### src/z80Pkg.sv
package z80Pkg;

// address space and instruction sizes
localparam int AddrWidth = 16;
localparam int MaxInsnLen = 4;
localparam int InsnBits = MaxInsnLen * 8;
localparam int LenWidth = 3;

// first fetch address out of reset
localparam logic [AddrWidth-1:0] ResetPc = 16'h0000;

// apb master phases
typedef enum logic [1:0] {
    IDLE,
    SETUP,
    ACCESS
} apbPhaseE;

// instruction groups reported by the decoder
typedef enum logic [7:0] {
    // unprefixed, one byte plus operands
    NOP, LD_DD_NN, LD_IND_BCDE_A, INC_DEC_DD,
    INC_DEC_REG, RR_RLCA, ADD_HL_DD, DAA,
    CPL, INC_DEC_IND_HL, LD_A_IND_BCDE, LD_REG_N,
    LD_IND_NN_HL, LD_HL_IND_NN, LD_IND_HL_N, LD_REG_REG,
    LD_IND_NN_A, SCF, LD_A_IND_NN, CCF,
    LD_IND_HL_REG, HALT, POP_QQ, PUSH_QQ,
    EX_AF_AF2, EX_IND_SP_HL, EX_DE_HL, EXX,
    LD_SP_HL, ALU_A_REG, ALU_A_IND_HL, ALU_A_N,
    EI_DI,
    // cb prefix
    RR_RLC_REG,
    // ed prefix
    ADC_SBC_HL_DD, LD_DD_IND_NN, NEG, LD_IND_NN_DD,
    LD_I_A, LD_R_A, LD_A_I, LD_A_R,
    // ed block transfer and search
    LDI, CPI, LDD, CPD,
    LDIR, CPIR, LDDR, CPDR,
    // dd and fd indexed
    ADD_IXIY_SS, INC_DEC_IXIY, LD_REG_IDX_IXIY, LD_IDX_IXIY_REG,
    LD_IXIY_NN, LD_IXIY_IND_NN, INC_DEC_IDX_IXIY, LD_IDX_IXIY_N,
    EX_IND_SP_IXIY, POP_IXIY, PUSH_IXIY, LD_IND_NN_IXIY,
    ALU_A_IDX_IXIY, LD_SP_IXIY,
    // decoder status
    NEED_MORE_BYTES,
    ILLEGAL_INSTR
} insnGroupE;

endpackage

### src/instrDecoder.sv
module instrDecoder import z80Pkg::*; (
    input  logic [InsnBits-1:0] collected,
    input  logic [1:0]          opLen,
    output logic [LenWidth-1:0] len,
    output insnGroupE           group
);

logic [7:0] b0;
logic [7:0] b1;

// little endian, prefix sits in the low byte
assign b0 = collected[7:0];
assign b1 = collected[15:8];

always_comb begin
    group = ILLEGAL_INSTR;
    len = 3'd1;
    if (opLen == 2'd0) begin
        group = NEED_MORE_BYTES;
    end else if (opLen == 2'd1) begin
        case (b0[7:6])
            2'b00: begin
                case (b0[2:0])
                    3'd0: begin
                        // jumps and djnz are not handled here
                        if (b0 == 8'h00) begin
                            group = NOP;
                        end else if (b0 == 8'h08) begin
                            group = EX_AF_AF2;
                        end
                    end
                    3'd1: begin
                        group = b0[3] ? ADD_HL_DD : LD_DD_NN;
                        len = b0[3] ? 3'd1 : 3'd3;
                    end
                    3'd2: begin
                        // upper half carries a 16-bit address
                        len = b0[5] ? 3'd3 : 3'd1;
                        case (b0[5:3])
                            3'd0, 3'd2: group = LD_IND_BCDE_A;
                            3'd1, 3'd3: group = LD_A_IND_BCDE;
                            3'd4: group = LD_IND_NN_HL;
                            3'd5: group = LD_HL_IND_NN;
                            3'd6: group = LD_IND_NN_A;
                            default: group = LD_A_IND_NN;
                        endcase
                    end
                    3'd3: group = INC_DEC_DD;
                    3'd4, 3'd5: group = (b0[5:3] == 3'd6) ? INC_DEC_IND_HL : INC_DEC_REG;
                    3'd6: begin
                        group = (b0[5:3] == 3'd6) ? LD_IND_HL_N : LD_REG_N;
                        len = 3'd2;
                    end
                    default: begin
                        case (b0[5:3])
                            3'd4: group = DAA;
                            3'd5: group = CPL;
                            3'd6: group = SCF;
                            3'd7: group = CCF;
                            default: group = RR_RLCA;
                        endcase
                    end
                endcase
            end
            2'b01: begin
                // ld r,(hl) is absent from the table
                if (b0 == 8'h76) begin
                    group = HALT;
                end else if (b0[5:3] == 3'd6) begin
                    group = LD_IND_HL_REG;
                end else if (b0[2:0] != 3'd6) begin
                    group = LD_REG_REG;
                end
            end
            2'b10: group = (b0[2:0] == 3'd6) ? ALU_A_IND_HL : ALU_A_REG;
            default: begin
                case (b0)
                    8'hC1, 8'hD1, 8'hE1, 8'hF1: group = POP_QQ;
                    8'hC5, 8'hD5, 8'hE5, 8'hF5: group = PUSH_QQ;
                    8'hE3: group = EX_IND_SP_HL;
                    8'hEB: group = EX_DE_HL;
                    8'hD9: group = EXX;
                    8'hF9: group = LD_SP_HL;
                    8'hF3, 8'hFB: group = EI_DI;
                    8'hCB, 8'hDD, 8'hED, 8'hFD: begin
                        group = NEED_MORE_BYTES;
                        len = 3'd2;
                    end
                    default: begin
                        if (b0[2:0] == 3'd6) begin
                            group = ALU_A_N;
                            len = 3'd2;
                        end
                    end
                endcase
            end
        endcase
    end else begin
        len = 3'd2;
        case (b0)
            8'hCB: begin
                // rotates only, (hl) forms excluded
                if (b1[7:5] == 3'b000 && b1[2:0] != 3'd6) begin
                    group = RR_RLC_REG;
                end
            end
            8'hED: begin
                case (b1)
                    8'h44: group = NEG;
                    8'h47: group = LD_I_A;
                    8'h4F: group = LD_R_A;
                    8'h57: group = LD_A_I;
                    8'h5F: group = LD_A_R;
                    8'hA0: group = LDI;
                    8'hA1: group = CPI;
                    8'hA8: group = LDD;
                    8'hA9: group = CPD;
                    8'hB0: group = LDIR;
                    8'hB1: group = CPIR;
                    8'hB8: group = LDDR;
                    8'hB9: group = CPDR;
                    default: begin
                        if (b1[7:6] == 2'b01 && b1[2:0] == 3'd2) begin
                            group = ADC_SBC_HL_DD;
                        end else if (b1[7:6] == 2'b01 && b1[2:0] == 3'd3) begin
                            group = b1[3] ? LD_DD_IND_NN : LD_IND_NN_DD;
                            len = 3'd4;
                        end
                    end
                endcase
            end
            8'hDD, 8'hFD: begin
                case (b1)
                    8'h09, 8'h19, 8'h29, 8'h39: group = ADD_IXIY_SS;
                    8'h23, 8'h2B: group = INC_DEC_IXIY;
                    8'hE1: group = POP_IXIY;
                    8'hE3: group = EX_IND_SP_IXIY;
                    8'hE5: group = PUSH_IXIY;
                    8'hF9: group = LD_SP_IXIY;
                    8'h21: begin
                        group = LD_IXIY_NN;
                        len = 3'd4;
                    end
                    8'h22: begin
                        group = LD_IND_NN_IXIY;
                        len = 3'd4;
                    end
                    8'h2A: begin
                        group = LD_IXIY_IND_NN;
                        len = 3'd4;
                    end
                    8'h34, 8'h35: begin
                        group = INC_DEC_IDX_IXIY;
                        len = 3'd3;
                    end
                    8'h36: begin
                        group = LD_IDX_IXIY_N;
                        len = 3'd4;
                    end
                    default: begin
                        // displacement byte follows the opcode
                        if (b1[7:6] == 2'b01 && b1 != 8'h76 && b1[2:0] == 3'd6) begin
                            group = LD_REG_IDX_IXIY;
                            len = 3'd3;
                        end else if (b1[7:6] == 2'b01 && b1 != 8'h76 && b1[5:3] == 3'd6) begin
                            group = LD_IDX_IXIY_REG;
                            len = 3'd3;
                        end else if (b1[7:6] == 2'b10 && b1[2:0] == 3'd6) begin
                            group = ALU_A_IDX_IXIY;
                            len = 3'd3;
                        end
                    end
                endcase
            end
            default: group = ILLEGAL_INSTR;
        endcase
    end
end

endmodule

### src/apbFetchMaster.sv
module apbFetchMaster import z80Pkg::*; (
    input  logic                 clk,
    input  logic                 arstN,
    input  logic                 byteReq,
    input  logic [AddrWidth-1:0] byteAddr,
    output logic                 byteValid,
    output logic [7:0]           byteData,
    output logic [AddrWidth-1:0] paddr,
    output logic                 psel,
    output logic                 penable,
    input  logic [7:0]           prdata,
    input  logic                 pready
);

apbPhaseE phase;
logic     startXfer;
logic     doneXfer;

// hold off while the previous byte is still being handed back
assign startXfer = (phase == IDLE) && byteReq && !byteValid;
assign doneXfer = (phase == ACCESS) && pready;

assign psel = (phase != IDLE);
assign penable = (phase == ACCESS);

always_ff @(posedge clk or negedge arstN) begin
    if (!arstN) begin
        phase <= IDLE;
        byteValid <= 1'b0;
    end else begin
        byteValid <= doneXfer;
        case (phase)
            IDLE: if (startXfer) phase <= SETUP;
            SETUP: phase <= ACCESS;
            ACCESS: if (pready) phase <= IDLE;
            default: phase <= IDLE;
        endcase
    end
end

always_ff @(posedge clk) begin
    if (startXfer) begin
        paddr <= byteAddr;
    end
    if (doneXfer) begin
        byteData <= prdata;
    end
end

// access only while the assembler still requests this address
penableNeedsPsel: assert property (@(posedge clk) disable iff (!arstN)
    penable |-> psel && byteReq && (byteAddr == paddr));

// address frozen from setup until pready closes the access
paddrHeld: assert property (@(posedge clk) disable iff (!arstN)
    (phase == SETUP || (phase == ACCESS && !pready)) |=> $stable(paddr));

endmodule

### src/instrAssembler.sv
module instrAssembler import z80Pkg::*; (
    input  logic                 clk,
    input  logic                 arstN,
    input  logic                 byteValid,
    input  logic [7:0]           byteData,
    input  logic [LenWidth-1:0]  len,
    input  insnGroupE            group,
    input  logic                 insnReady,
    output logic                 byteReq,
    output logic [AddrWidth-1:0] byteAddr,
    output logic [InsnBits-1:0]  collected,
    output logic [1:0]           opLen,
    output logic                 insnValid,
    output logic [InsnBits-1:0]  insnBytes,
    output logic [LenWidth-1:0]  insnLen,
    output insnGroupE            insnGroup,
    output logic [AddrWidth-1:0] insnPc
);

logic [LenWidth-1:0]  count;
logic [LenWidth-1:0]  nextCount;
logic [AddrWidth-1:0] pc;
logic [AddrWidth-1:0] startPc;
logic                 complete;
logic                 load;

assign nextCount = count + LenWidth'(1);
assign complete = (group != NEED_MORE_BYTES) && (count == len);
// output slot must have drained before the next instruction moves in
assign load = complete && !insnValid;

// decoder len is always ahead of count until the instruction is whole
assign byteReq = (count < len);
assign byteAddr = pc;

always_ff @(posedge clk or negedge arstN) begin
    if (!arstN) begin
        count <= '0;
        opLen <= '0;
        pc <= ResetPc;
        startPc <= ResetPc;
        collected <= '0;
        insnValid <= 1'b0;
    end else begin
        if (insnValid && insnReady) begin
            insnValid <= 1'b0;
        end
        if (load) begin
            insnValid <= 1'b1;
            count <= '0;
            opLen <= '0;
            collected <= '0;
            startPc <= pc;
        end else if (byteValid) begin
            collected[8*count[1:0] +: 8] <= byteData;
            count <= nextCount;
            pc <= pc + AddrWidth'(1);
            // all opcode bytes in, let the decoder look at the longer opcode
            if (group == NEED_MORE_BYTES && nextCount == len) begin
                opLen <= nextCount[1:0];
            end
        end
    end
end

always_ff @(posedge clk) begin
    if (load) begin
        insnBytes <= collected;
        insnLen <= len;
        insnGroup <= group;
        insnPc <= startPc;
    end
end

insnHeld: assert property (@(posedge clk) disable iff (!arstN)
    insnValid && !insnReady |=> insnValid && $stable(insnBytes) && $stable(insnLen)
        && $stable(insnGroup) && $stable(insnPc));

insnLenRange: assert property (@(posedge clk) disable iff (!arstN)
    insnValid |-> (insnLen >= 1) && (insnLen <= MaxInsnLen));

endmodule

### src/z80Fetch.sv
module z80Fetch import z80Pkg::*; (
    input  logic                 clk,
    input  logic                 arstN,
    output logic [AddrWidth-1:0] paddr,
    output logic                 psel,
    output logic                 penable,
    input  logic [7:0]           prdata,
    input  logic                 pready,
    output logic                 insnValid,
    input  logic                 insnReady,
    output logic [InsnBits-1:0]  insnBytes,
    output logic [LenWidth-1:0]  insnLen,
    output insnGroupE            insnGroup,
    output logic [AddrWidth-1:0] insnPc
);

logic                 byteReq;
logic [AddrWidth-1:0] byteAddr;
logic                 byteValid;
logic [7:0]           byteData;
logic [InsnBits-1:0]  collected;
logic [1:0]           opLen;
logic [LenWidth-1:0]  len;
insnGroupE            group;

instrAssembler assembler (
    .clk, .arstN, .byteValid, .byteData, .len, .group, .insnReady,
    .byteReq, .byteAddr, .collected, .opLen,
    .insnValid, .insnBytes, .insnLen, .insnGroup, .insnPc
);

instrDecoder decoder (
    .collected, .opLen, .len, .group
);

apbFetchMaster fetchMaster (
    .clk, .arstN, .byteReq, .byteAddr, .byteValid, .byteData,
    .paddr, .psel, .penable, .prdata, .pready
);

endmodule

### config.mk
export PLATFORM = sky130hd
export DESIGN_NAME = z80Fetch
export DESIGN_NICKNAME = d
export VERILOG_FILES = /design/src/z80Pkg.sv /design/src/instrDecoder.sv /design/src/apbFetchMaster.sv /design/src/instrAssembler.sv /design/src/z80Fetch.sv
export SDC_FILE = /design/constraint.sdc
export NUM_CORES = 1
export LEC_CHECK = 0
export BUFFER_PORTS_ARGS = -buffer_cell sky130_fd_sc_hd__buf_2
export CORE_MARGIN = 1.5
export CORE_UTILIZATION = 35
export DETAILED_ROUTE_END_ITERATION = 10
export PLACE_DENSITY_LB_ADDON = 0.2
export SYNTH_ARGS = -nofsm -noshare
export SYNTH_HDL_FRONTEND = slang
export SYNTH_SLANG_ARGS = --single-unit
### constraint.sdc
create_clock -name clk -period 9.5 [get_ports clk]
set_clock_uncertainty 0.15 [all_clocks]
set_input_delay 0.475 -clock clk [delete_from_list [all_inputs] [get_ports clk]]
set_output_delay 0.475 -clock clk [all_outputs]
set_load 0.005 [all_outputs]
==> summary.txt, run 1 <==
Max Cap Violations -> 0
Area delta synth->final -> 16.02%
Hold-fix buffers, CTS -> 0
Minimum clock period -> 5.146 ns
GR peak layer -> met2
Worst path cell trace -> ha_1 -> nand2_1 -> nor4_2 -> a31oi_1 -> a311oi_2 -> inv_1 -> ha_1 -> nand4_1 -> buf_4 -> nor2_8 -> buf_4 -> mux2_4
Filler Cell Count -> 2038
Synth Instances -> 628
Total track usage -> 0.1623
Post-route cell area -> 8645 um2
Synth top area cells -> edfxtp_1 (33%), dfrtp_1 (25%), a22oi_1 (3.2%)
TNS Setup -> 0 ns
Longest Clk Path Bufs -> 2
Hold Vio Cnt, Final -> 0
Share of layout cells above drive strength 1 -> 0.2174
Drt pass-1 iters -> 5
Seq/Total Area, Yosys -> 0.5757
List of most frequent post-synthesis cells -> edfxtp_1 (82), dfrtp_1 (73), nor2_1 (60)
Clk pwr share -> 0.273
PwrDens -> 300.9 nW/um2
Crit Path Max Fanout -> 80
CTS sink cnt -> 155
Comb power frac -> 0.300
Final routed DRC violation total -> 0
CTS tree -> done
Placed Cells incl. Taps -> 956
Routed WL -> 17.48 mm
Clock transition at the registers of the reported paths -> 0.06 ns
CORE AREA -> 20960 um2
Synth area leader -> edfxtp_1
FP Rows -> 53
Final non-filler cell total -> 988
DR vias -> 5259
Wire per inst -> 17.69 um
Area post-placement -> 8021 um2
Remaining antenna violation count -> 0
CP Capture Type -> flop
CTS Root Cell -> clkbuf_16
Max-slew violations -> 0
Status -> finished clean
Worst EP arrival -> 5.30 ns
Final period utilization -> 0.5417
Min-Delay Path Depth -> 1
Slowest CP cell -> buf_4
Syn_area_per_cell -> 11.86 um2
Peak supply drop -> 0.1336 mV
Sw Share -> 0.3538
Synth Register Bits -> 155
Asr flop ratio synth -> 0.4710
Cts repair resizes -> 0
Grt met3 use -> 0.03394
Largest net degree at the start of global routing -> 81
Top FF cell, synth -> edfxtp_1
Drt via density -> 5.323
Met1 GRT Util -> 0.2269
CP startpoint kind -> flop
Post-synth EDFFs -> 82
Synthesized Nets -> 653
Ys Warns -> 0
Routability cong. -> 0.8733
Post-synth top area share -> 0.3305
Initial antenna violation count -> 0
Clock buffer count from CTS -> 17
Flop pwr share -> 0.427
Setup bufs post-CTS -> 0
Post-synth cell types -> 72
Buf/Inv on CP -> 3
Most common cell in the netlist -> edfxtp_1
Number of global-route vias before repair -> 5026
DRC marker count from the first detailed-route iteration -> 423
Met2 Track Usage GR -> 0.2530
GRT overflow -> 0
I/O pin count -> 90
Die X -> 148.9 um
Synth Cell Area -> 7451 um2
Die Span Y -> 148.9 um
Port buffer count -> 88
Worst Hold Class -> input port to flop
H-tree Lvls -> 4
Worst Path Required -> 9.65 ns
HPWL Detailed -> 11.68 mm
Internal -> 1681 uW
Fmax -> 0.1943 GHz
Leakage power -> 0.003408 uW
Delay-heaviest family, CP -> simple AND/OR/NAND/NOR gates
Switching power -> 920.3 uW
Die Area -> 22170 um2
RSZ-0062 raised after global routing -> false
Final setup violation count -> 0
Reg2reg path depth -> 12
First-pass GRT wire length -> 27.88 mm
Critical path depth -> 12
Worst-Margin Slew -> 1.354 ns
Ant. Diodes -> 0
Starting Density -> 0.3556
Max incr delay on CP -> 0.81 ns
Final nets -> 725
Slew Limit Headroom -> 0.08910
Setup CP Type -> flop to flop
Worst-skew pair later-pin latency -> 0.42 ns
layout by cell type (no fill, tap or decap), types with 9 or more instances in the layout:
cell and count:
o21ai_0 22, nand2_1 40, xnor2_1 21, nor2_1 60, a22oi_1 32, nor2b_1 10
edfxtp_1 82, inv_1 18, nand2b_1 10, clkbuf_16 18, buf_2 88, a21oi_1 21
dfrtp_1 73, mux2_4 10, and3_1 9, ha_1 13, nand3_1 11
worst reg2reg max path, stage by stage, from the launching register on:
cell      delay [ns]
dfrtp_1         0.42
ha_1            0.51
nand2_1         0.24
nor4_2          0.62
a31oi_1         0.21
a311oi_2        0.49
inv_1           0.09
ha_1            0.31
nand4_1         0.09
buf_4           0.21
nor2_8          0.45
buf_4           0.83
mux2_4          0.42
through the flow:
| stage | power [uW] | setup slack, ns | hold WS [ns] | utilization |
|---|---|---|---|---|
| final | 2601 | 4.354 | 0.08667 | 0.4125 |
| after detailed placement | 1906 | 4.385 | 0.2841 | 0.3828 |
| after CTS | 2626 | 4.374 | 0.06771 | 0.4125 |
| after global placement | 1891 | 4.521 | 0.2780 | 0.3828 |
| after floorplan | 1649 | 4.705 | 0.02941 | - |
| after global routing | 2759 | 4.008 | 0.07418 | 0.4125 |
routing by layer:
| layer | routed length, um | up-vias |
|---|---|---|
| met5 | 0 | - |
| met3 | 725 | 20 |
| li1 | - | 2487 |
| met4 | 270 | 0 |
| met2 | 8202 | 142 |
| met1 | 8279 | 2610 |
power by group through the flow:
| stage | clock network (uW) | logic [uW] | registers (uW) |
|---|---|---|---|
| 6_report | 711 | 780 | 1110 |
| 5_1_grt | 757 | 865 | 1140 |
| 4_1_cts | 726 | 789 | 1110 |
| 3_5_place_dp | 0 | 784 | 1120 |
| 3_3_place_gp | 0 | 774 | 1120 |
| 2_1_floorplan | 0 | 614 | 1030 |
sequential cells by signal, summed over array words and instances, names as in the netlist:
name and cells:
fetchMaster.paddr 16, fetchMaster.byteValid 1, assembler.insnPc 16, fetchMaster.phase 2
assembler.insnBytes 32, assembler.count 3, assembler.collected 32, assembler.insnValid 1
assembler.startPc 16, fetchMaster.byteData 8, assembler.insnLen 3, assembler.opLen 2
assembler.insnGroup 7, assembler.byteAddr 16
final cells by class:
type	count	area [um2]	area share
inverter	18	67.56	0.007816
clock buffer	23	489.2	0.05659
sequential	155	4289	0.4962
clock inverter	9	133.9	0.01549
multi-input combinational	415	2843	0.3288
tap	275	344.1	0.03980
timing repair buffer	93	478.0	0.05529
final timing paths:
kind                            slack, ns                 endpoint              startpoint
worst max-delay path                 4.35    assembler.startPc[12]  assembler.collected[6]
max in group asynchronous            8.42   assembler.collected[4]                   arstN
worst min register to register       0.29     assembler.insnPc[14]   assembler.startPc[14]
worst min-delay path                 0.09  fetchMaster.byteData[3]               prdata[3]
worst max register to register       4.35    assembler.startPc[12]  assembler.collected[6]
min in group asynchronous            0.12     assembler.startPc[4]                   arstN
cells by family after synthesis:
logic type | synth area share
other cells | 0.0005033
buf+inv | 0.04366
flops | 0.5757
mux | 0.03762
compound gates | 0.1406
simple gates | 0.1520
fa+ha+maj | 0.02183
xor+xnor | 0.02821
Note: power is estimated with default switching activity, not from simulation.
==> inputs of run 2 (changes only) <==
- clock period: 9.5 -> 5.4 ns (I/O delays scaled with it)
==> summary.txt, run 2 (synthesized netlist as in run 1, its figures left out) <==
Status -> finished clean (unchanged)
Die Area -> 22170 um2 (unchanged)
Clock buffer count from CTS -> 17 (unchanged)
DR vias -> 5330 (was 5259)
Multi-input logic area -> 2843 um2 (unchanged)
Flop pwr share -> 0.422 (was 0.427)
HPWL Detailed -> 11.85 mm (was 11.68 mm)
Initial antenna violation count -> 0 (unchanged)
RSZ-0062 raised after global routing -> false (unchanged)
Internal -> 2847 uW (was 1681 uW)
I/O pin count -> 90 (unchanged)
Largest net degree at the start of global routing -> 78 (was 81)
Clock transition at the registers of the reported paths -> 0.06 ns (about the same)
CTS Root Cell -> clkbuf_16 (unchanged)
CTS sink cnt -> 155 (unchanged)
Worst-skew pair later-pin latency -> 0.42 ns (about the same)
Minimum clock period -> 4.519 ns (was 5.146 ns)
Total track usage -> 0.1656 (was 0.1623)
FP Rows -> 53 (unchanged)
Commonest non-fill, non-tap cell in the layout -> buf_2 (unchanged)
CP startpoint kind -> flop (unchanged)
Worst-Margin Slew -> 1.222 ns (was 1.354 ns)
Max Cap Violations -> 0 (unchanged)
Die Span Y -> 148.9 um (unchanged)
Drt via density -> 5.319 (was 5.323)
Drt pass-1 iters -> 5 (unchanged)
Setup CP Type -> flop to flop (unchanged)
GRT overflow -> 0 (unchanged)
Worst R2R Start -> assembler.collected[6] (unchanged)
H-tree Lvls -> 4 (unchanged)
Final period utilization -> 0.8368 (was 0.5417)
Slew Limit Headroom -> 0.1778 (was 0.08910)
Worst EP arrival -> 4.67 ns (was 5.30 ns)
Remaining antenna violation count -> 0 (unchanged)
Share of layout cells above drive strength 1 -> 0.2215 (was 0.2174)
PwrDens -> 515.7 nW/um2 (was 300.9 nW/um2)
CORE AREA -> 20960 um2 (unchanged)
Crit Path Max Fanout -> 19 (was 80)
First-pass GRT wire length -> 28.35 mm (was 27.88 mm)
Routability cong. -> 0.8716 (was 0.8733)
Longest Clk Path Bufs -> 2 (unchanged)
TNS Setup -> 0 ns (unchanged)
Routed WL -> 17.90 mm (was 17.48 mm)
Max-slew violations -> 0 (unchanged)
Switching power -> 1655 uW (was 920.3 uW)
Final nets -> 739 (was 725)
WHS -> 0.04006 ns (was 0.08667 ns)
Final setup violation count -> 0 (unchanged)
Setup bufs post-CTS -> 0 (unchanged)
Port buffer count -> 88 (unchanged)
Comb power frac -> 0.327 (was 0.300)
CP Capture Type -> flop (unchanged)
Fmax -> 0.2213 GHz (was 0.1943 GHz)
Wire per inst -> 17.87 um (was 17.69 um)
Area delta synth->final -> 17.16% (was 16.02%)
Hold Vio Cnt, Final -> 0 (unchanged)
CTS tree -> done (unchanged)
Register area -> 4289 um2 (unchanged)
Starting Density -> 0.3556 (unchanged)
Final non-filler cell total -> 1002 (was 988)
Number of global-route vias before repair -> 5135 (was 5026)
Peak supply drop -> 0.2565 mV (was 0.1336 mV)
Largest regs -> assembler.collected (32), assembler.insnBytes (32) (unchanged)
Reg2reg path depth -> 11 (was 12)
Leakage power -> 0.003449 uW (was 0.003408 uW)
Sw Share -> 0.3675 (was 0.3538)
DRC marker count from the first detailed-route iteration -> 483 (was 423)
Ant. Diodes -> 0 (unchanged)
Min-delay src -> pready (was prdata[3])
Commonest non-fill, non-tap cells in the layout -> buf_2 (88), edfxtp_1 (82), dfrtp_1 (73) (unchanged)
Worst Hold Class -> input port to flop (unchanged)
Filler Cell Count -> 2035 (was 2038)
Worst Path Required -> 5.55 ns (was 9.65 ns)
Final routed DRC violation total -> 0 (unchanged)
Critical Path Start -> assembler.collected[6] (unchanged)
Placed Cells incl. Taps -> 960 (was 956)
Die X -> 148.9 um (unchanged)
Min-Delay Path Depth -> 3 (was 1)
Clk pwr share -> 0.251 (was 0.273)
==> run 2: cell count changes in the layout (fill, tap and decap cells not counted) <==
cell | before | now
clkbuf_1 | 3 | 1
bufinv_16 | 3 | 0
clkbuf_16 | 18 | 17
inv_6 | 1 | 4
inv_4 | 1 | 0
clkinv_4 | 1 | 3
clkbuf_8 | 2 | 4
dlygate4sd3_1 | 0 | 10
buf_4 | 5 | 8
buf_12 | 0 | 1
==> run 2: layout make-up <==
type | instances | area share
Multi-Input combinational cell | 415 | 0.3256
Timing Repair Buffer | 107 | 0.07109
Inverter | 18 | 0.007740
Clock buffer | 22 | 0.05547
Sequential cell | 155 | 0.4913
Clock inverter | 10 | 0.009316
Tap cell | 275 | 0.03942
==> run 2: path summary, 6_finish.rpt <==
kind                                                 to  slack [ns]
worst max-delay path               assembler.startPc[3]        0.88
worst min-delay path               fetchMaster.phase[1]        0.04
worst max register to register     assembler.startPc[3]        0.88
worst min register to register      assembler.insnPc[5]        0.30
max in group asynchronous       assembler.collected[16]        4.01
min in group asynchronous          assembler.startPc[6]        0.48
==> run 2: metrics by stage <==
step	power, uW	util	cell area (um2)	setup slack (ns)
3_5_place_dp	3400	0.3848	8064	0.9062
3_3_place_gp	3365	0.3848	8064	1.036
5_1_grt	4782	0.4166	8730	0.4695
2_1_floorplan	2901	-	7451	0.6050
6_report	4502	0.4166	8730	0.8811
4_1_cts	4554	0.4166	8730	0.8856
==> run 2: worst max-delay path, cell delays in order (launching register included) <==
cell and delay [ns]:
dfrtp_1 0.42, ha_1 0.54, nand2_1 0.26, nor4_2 0.58
a31oi_1 0.19, a311oi_2 0.50, inv_1 0.11, ha_1 0.31
nand4_1 0.23, nor2_8 0.39, buf_4 0.33, mux2_2 0.37
==> run 2: power by group through the flow <==
stage          clock network (uW)  logic [uW]  registers (uW)
2_1_floorplan                   0        1080            1820
3_3_place_gp                    0        1450            1920
3_5_place_dp                    0        1470            1930
4_1_cts                      1160        1490            1910
5_1_grt                      1210        1630            1950
6_report                     1130        1470            1900
==> run 2: routing by layer <==
layer / up-vias / GRT usage / share of wire
met3: 25 / 0.03211 / 0.035
met1: 2643 / 0.2322 / 0.47
li1: 2525 / - / -
met2: 137 / 0.2532 / 0.47
met4: 0 / 0.06386 / 0.022
met5: - / 0 / 0
==> run 2: timing repair <==
item,in CTS,in global routing
hold endpoints to repair,82,0
hold buffers,10,0
resized for setup,0,0
==> inputs of run 3 (changes only) <==
- clock period: 5.4 -> 4.1 ns (I/O delays scaled with it)
==> summary.txt, run 3 (synthesized netlist as in run 1, its figures left out) <==
Clock transition at the registers of the reported paths -> 0.07 ns (was 0.06 ns)
Setup bufs post-CTS -> 0 (unchanged)
Slowest CP cell -> dfrtp_1 (was nor4_2)
Largest regs -> assembler.collected (32), assembler.insnBytes (32) (unchanged)
CP Capture Type -> flop (unchanged)
Setup CP Type -> flop to flop (unchanged)
Worst Path Required -> 4.05 ns (was 5.55 ns)
Commonest non-fill, non-tap cells in the layout -> buf_2 (88), edfxtp_1 (82), dfrtp_1 (72) (was buf_2 (88), edfxtp_1 (82), dfrtp_1 (73))
WHS -> 0.2891 ns (was 0.04006 ns)
Area delta synth->final -> 19.33% (was 17.16%)
Port buffer count -> 88 (unchanged)
Internal -> 3879 uW (was 2847 uW)
Sw Share -> 0.3658 (was 0.3675)
Comb power frac -> 0.333 (was 0.327)
Clock buffer count from CTS -> 17 (unchanged)
Worst path cell trace -> nor3b_1 -> o211ai_1 -> a311oi_2 -> a21oi_1 -> inv_1 -> ha_1 -> nor2b_1 -> o21ai_0 -> nor4b_4 -> buf_4 (was ha_1 -> nand2_1 -> nor4_2 -> a31oi_1 -> a311oi_2 -> inv_1 -> ha_1 -> nand4_1 -> nor2_8 -> buf_4 -> mux2_2)
Reg2reg path depth -> 10 (was 11)
PwrDens -> 687.8 nW/um2 (was 515.7 nW/um2)
RSZ-0062 raised after global routing -> false (unchanged)
Commonest non-fill, non-tap cell in the layout -> buf_2 (unchanged)
Worst Hold Class -> input port to async pin (was input port to flop)
Starting Density -> 0.3556 (unchanged)
Wire per inst -> 17.92 um (was 17.87 um)
Worst R2R Start -> assembler.collected[15] (was assembler.collected[6])
First-pass GRT wire length -> 28.84 mm (was 28.35 mm)
Worst EP arrival -> 3.66 ns (was 4.67 ns)
CP startpoint kind -> flop (unchanged)
Minimum clock period -> 3.706 ns (was 4.519 ns)
Slew Limit Headroom -> 0.2277 (was 0.1778)
Remaining antenna violation count -> 0 (unchanged)
GRT overflow -> 0 (unchanged)
Ant. Diodes -> 0 (unchanged)
Reg-to-reg setup timing slack -> 0.39 ns (was 0.88 ns)
CORE AREA -> 20960 um2 (unchanged)
Drt pass-1 iters -> 5 (unchanged)
Routability cong. -> 0.8996 (was 0.8716)
Drt via density -> 5.336 (was 5.319)
Total track usage -> 0.1698 (was 0.1656)
DRC marker count from the first detailed-route iteration -> 412 (was 483)
Longest Clk Path Bufs -> 2 (unchanged)
Final setup violation count -> 0 (unchanged)
Share of layout cells above drive strength 1 -> 0.2362 (was 0.2215)
Crit Path Max Fanout -> 16 (was 19)
Setup WS post-layout -> 0.3943 ns (was 0.8811 ns)
Final nets -> 753 (was 739)
Routed WL -> 18.20 mm (was 17.90 mm)
Post-Place Worst Slack -> 0.3713 ns (was 0.9062 ns)
H-tree Lvls -> 4 (unchanged)
Worst-skew pair later-pin latency -> 0.43 ns (was 0.42 ns)
Placed Cells incl. Taps -> 973 (was 960)
Critical R2R Capture -> fetchMaster.paddr[4] (was assembler.startPc[3])
Fmax -> 0.2699 GHz (was 0.2213 GHz)
TNS Setup -> 0 ns (unchanged)
Final Util -> 0.4243 (was 0.4166)
CTS Root Cell -> clkbuf_16 (unchanged)
I/O pin count -> 90 (unchanged)
HPWL Detailed -> 12.40 mm (was 11.85 mm)
Largest net degree at the start of global routing -> 79 (was 78)
Status -> finished clean (unchanged)
Die Area -> 22170 um2 (unchanged)
Flop pwr share -> 0.406 (was 0.422)
CTS tree -> done (unchanged)
Peak supply drop -> 0.3335 mV (was 0.2565 mV)
FP Rows -> 53 (unchanged)
Final period utilization -> 0.9038 (was 0.8368)
Number of global-route vias before repair -> 5217 (was 5135)
Final non-filler cell total -> 1016 (was 1002)
Clk pwr share -> 0.261 (was 0.251)
Final routed DRC violation total -> 0 (unchanged)
Hold Vio Cnt, Final -> 0 (unchanged)
Switching power -> 2237 uW (was 1655 uW)
Worst-Margin Slew -> 1.148 ns (was 1.222 ns)
CTS sink cnt -> 155 (unchanged)
Die Span Y -> 148.9 um (unchanged)
Max-slew violations -> 0 (unchanged)
Die X -> 148.9 um (unchanged)
Max Cap Violations -> 0 (unchanged)
Max incr delay on CP -> 0.54 ns (was 0.58 ns)
Leakage power -> 0.003547 uW (was 0.003449 uW)
DR vias -> 5421 (was 5330)
Initial antenna violation count -> 0 (unchanged)
-- run 3: changes by cell type in the layout (fill, tap and decap cells not counted), moves of 2 or more --
cell / before / now
buf_4: 8 / 20
bufinv_16: 0 / 2
clkbuf_8: 4 / 0
clkinv_4: 3 / 1
inv_6: 4 / 6
inv_8: 0 / 3
-- run 3: power groups by stage --
stage               logic (uW)  clock network [uW]  registers (uW)
floorplan                 1430                   0            2400
global placement          2020                   0            2510
detailed placement        2030                   0            2510
CTS                       2040                1650            2490
global route              2250                1710            2540
finish                    2040                1600            2480
-- run 3: stage by stage --
stage | area [um2] | total power (uW)
5_1_grt | 8891 | 6496
6_report | 8891 | 6116
3_5_place_dp | 8183 | 4543
4_1_cts | 8890 | 6178
3_3_place_gp | 8183 | 4526
2_1_floorplan | 7457 | 3823
-- run 3: area by class of cell --
cell class / count / area, um2
clock buffers: 17 / 425.4
clock inverters: 15 / 171.4
fillers: 2014 / 12060
inverters: 18 / 67.56
multi-input cells: 415 / 2851
flip-flops and latches: 155 / 4290
well taps: 275 / 344.1
repair buffers: 121 / 740.7
-- run 3: repair_timing --
item / in CTS / in global routing
hold buffers: 11 / 0
gates resized for setup: 0 / 1
setup endpoints to repair: 0 / 13
hold endpoints to repair: 48 / 0
-- run 3: worst max path at each step --
stage                                 start  slack, ns                      to  cells past startpoint
finish              assembler.collected[15]       0.39    fetchMaster.paddr[4]                     10
global route        assembler.collected[15]       0.03    fetchMaster.paddr[4]                     10
CTS                 assembler.collected[14]       0.33    fetchMaster.paddr[4]                     11
detailed placement  assembler.collected[14]       0.37    fetchMaster.paddr[3]                     11
global placement    assembler.collected[15]       0.36  assembler.insnBytes[9]                      8
floorplan            assembler.collected[6]       0.12    fetchMaster.paddr[0]                     12
-- run 3: per-layer routing --
metal  routed length (um)  vias up  GRT usage  share of wire
met4                  306        0    0.05743          0.017
met2                 8599      150     0.2637           0.47
li1                     -     2556          -              -
met5                    0        -          0              0
met1                 8511     2688     0.2355           0.47
met3                  785       27    0.03609          0.043
-- run 3: worst max-delay path, delay by kind of cell, from the launching register on --
kind            cells  cell delay, ns
compound gates      4            1.17
fa+ha+maj           1            0.23
buf+inv             2            0.42
flops               1            0.54
simple gates        3            0.87
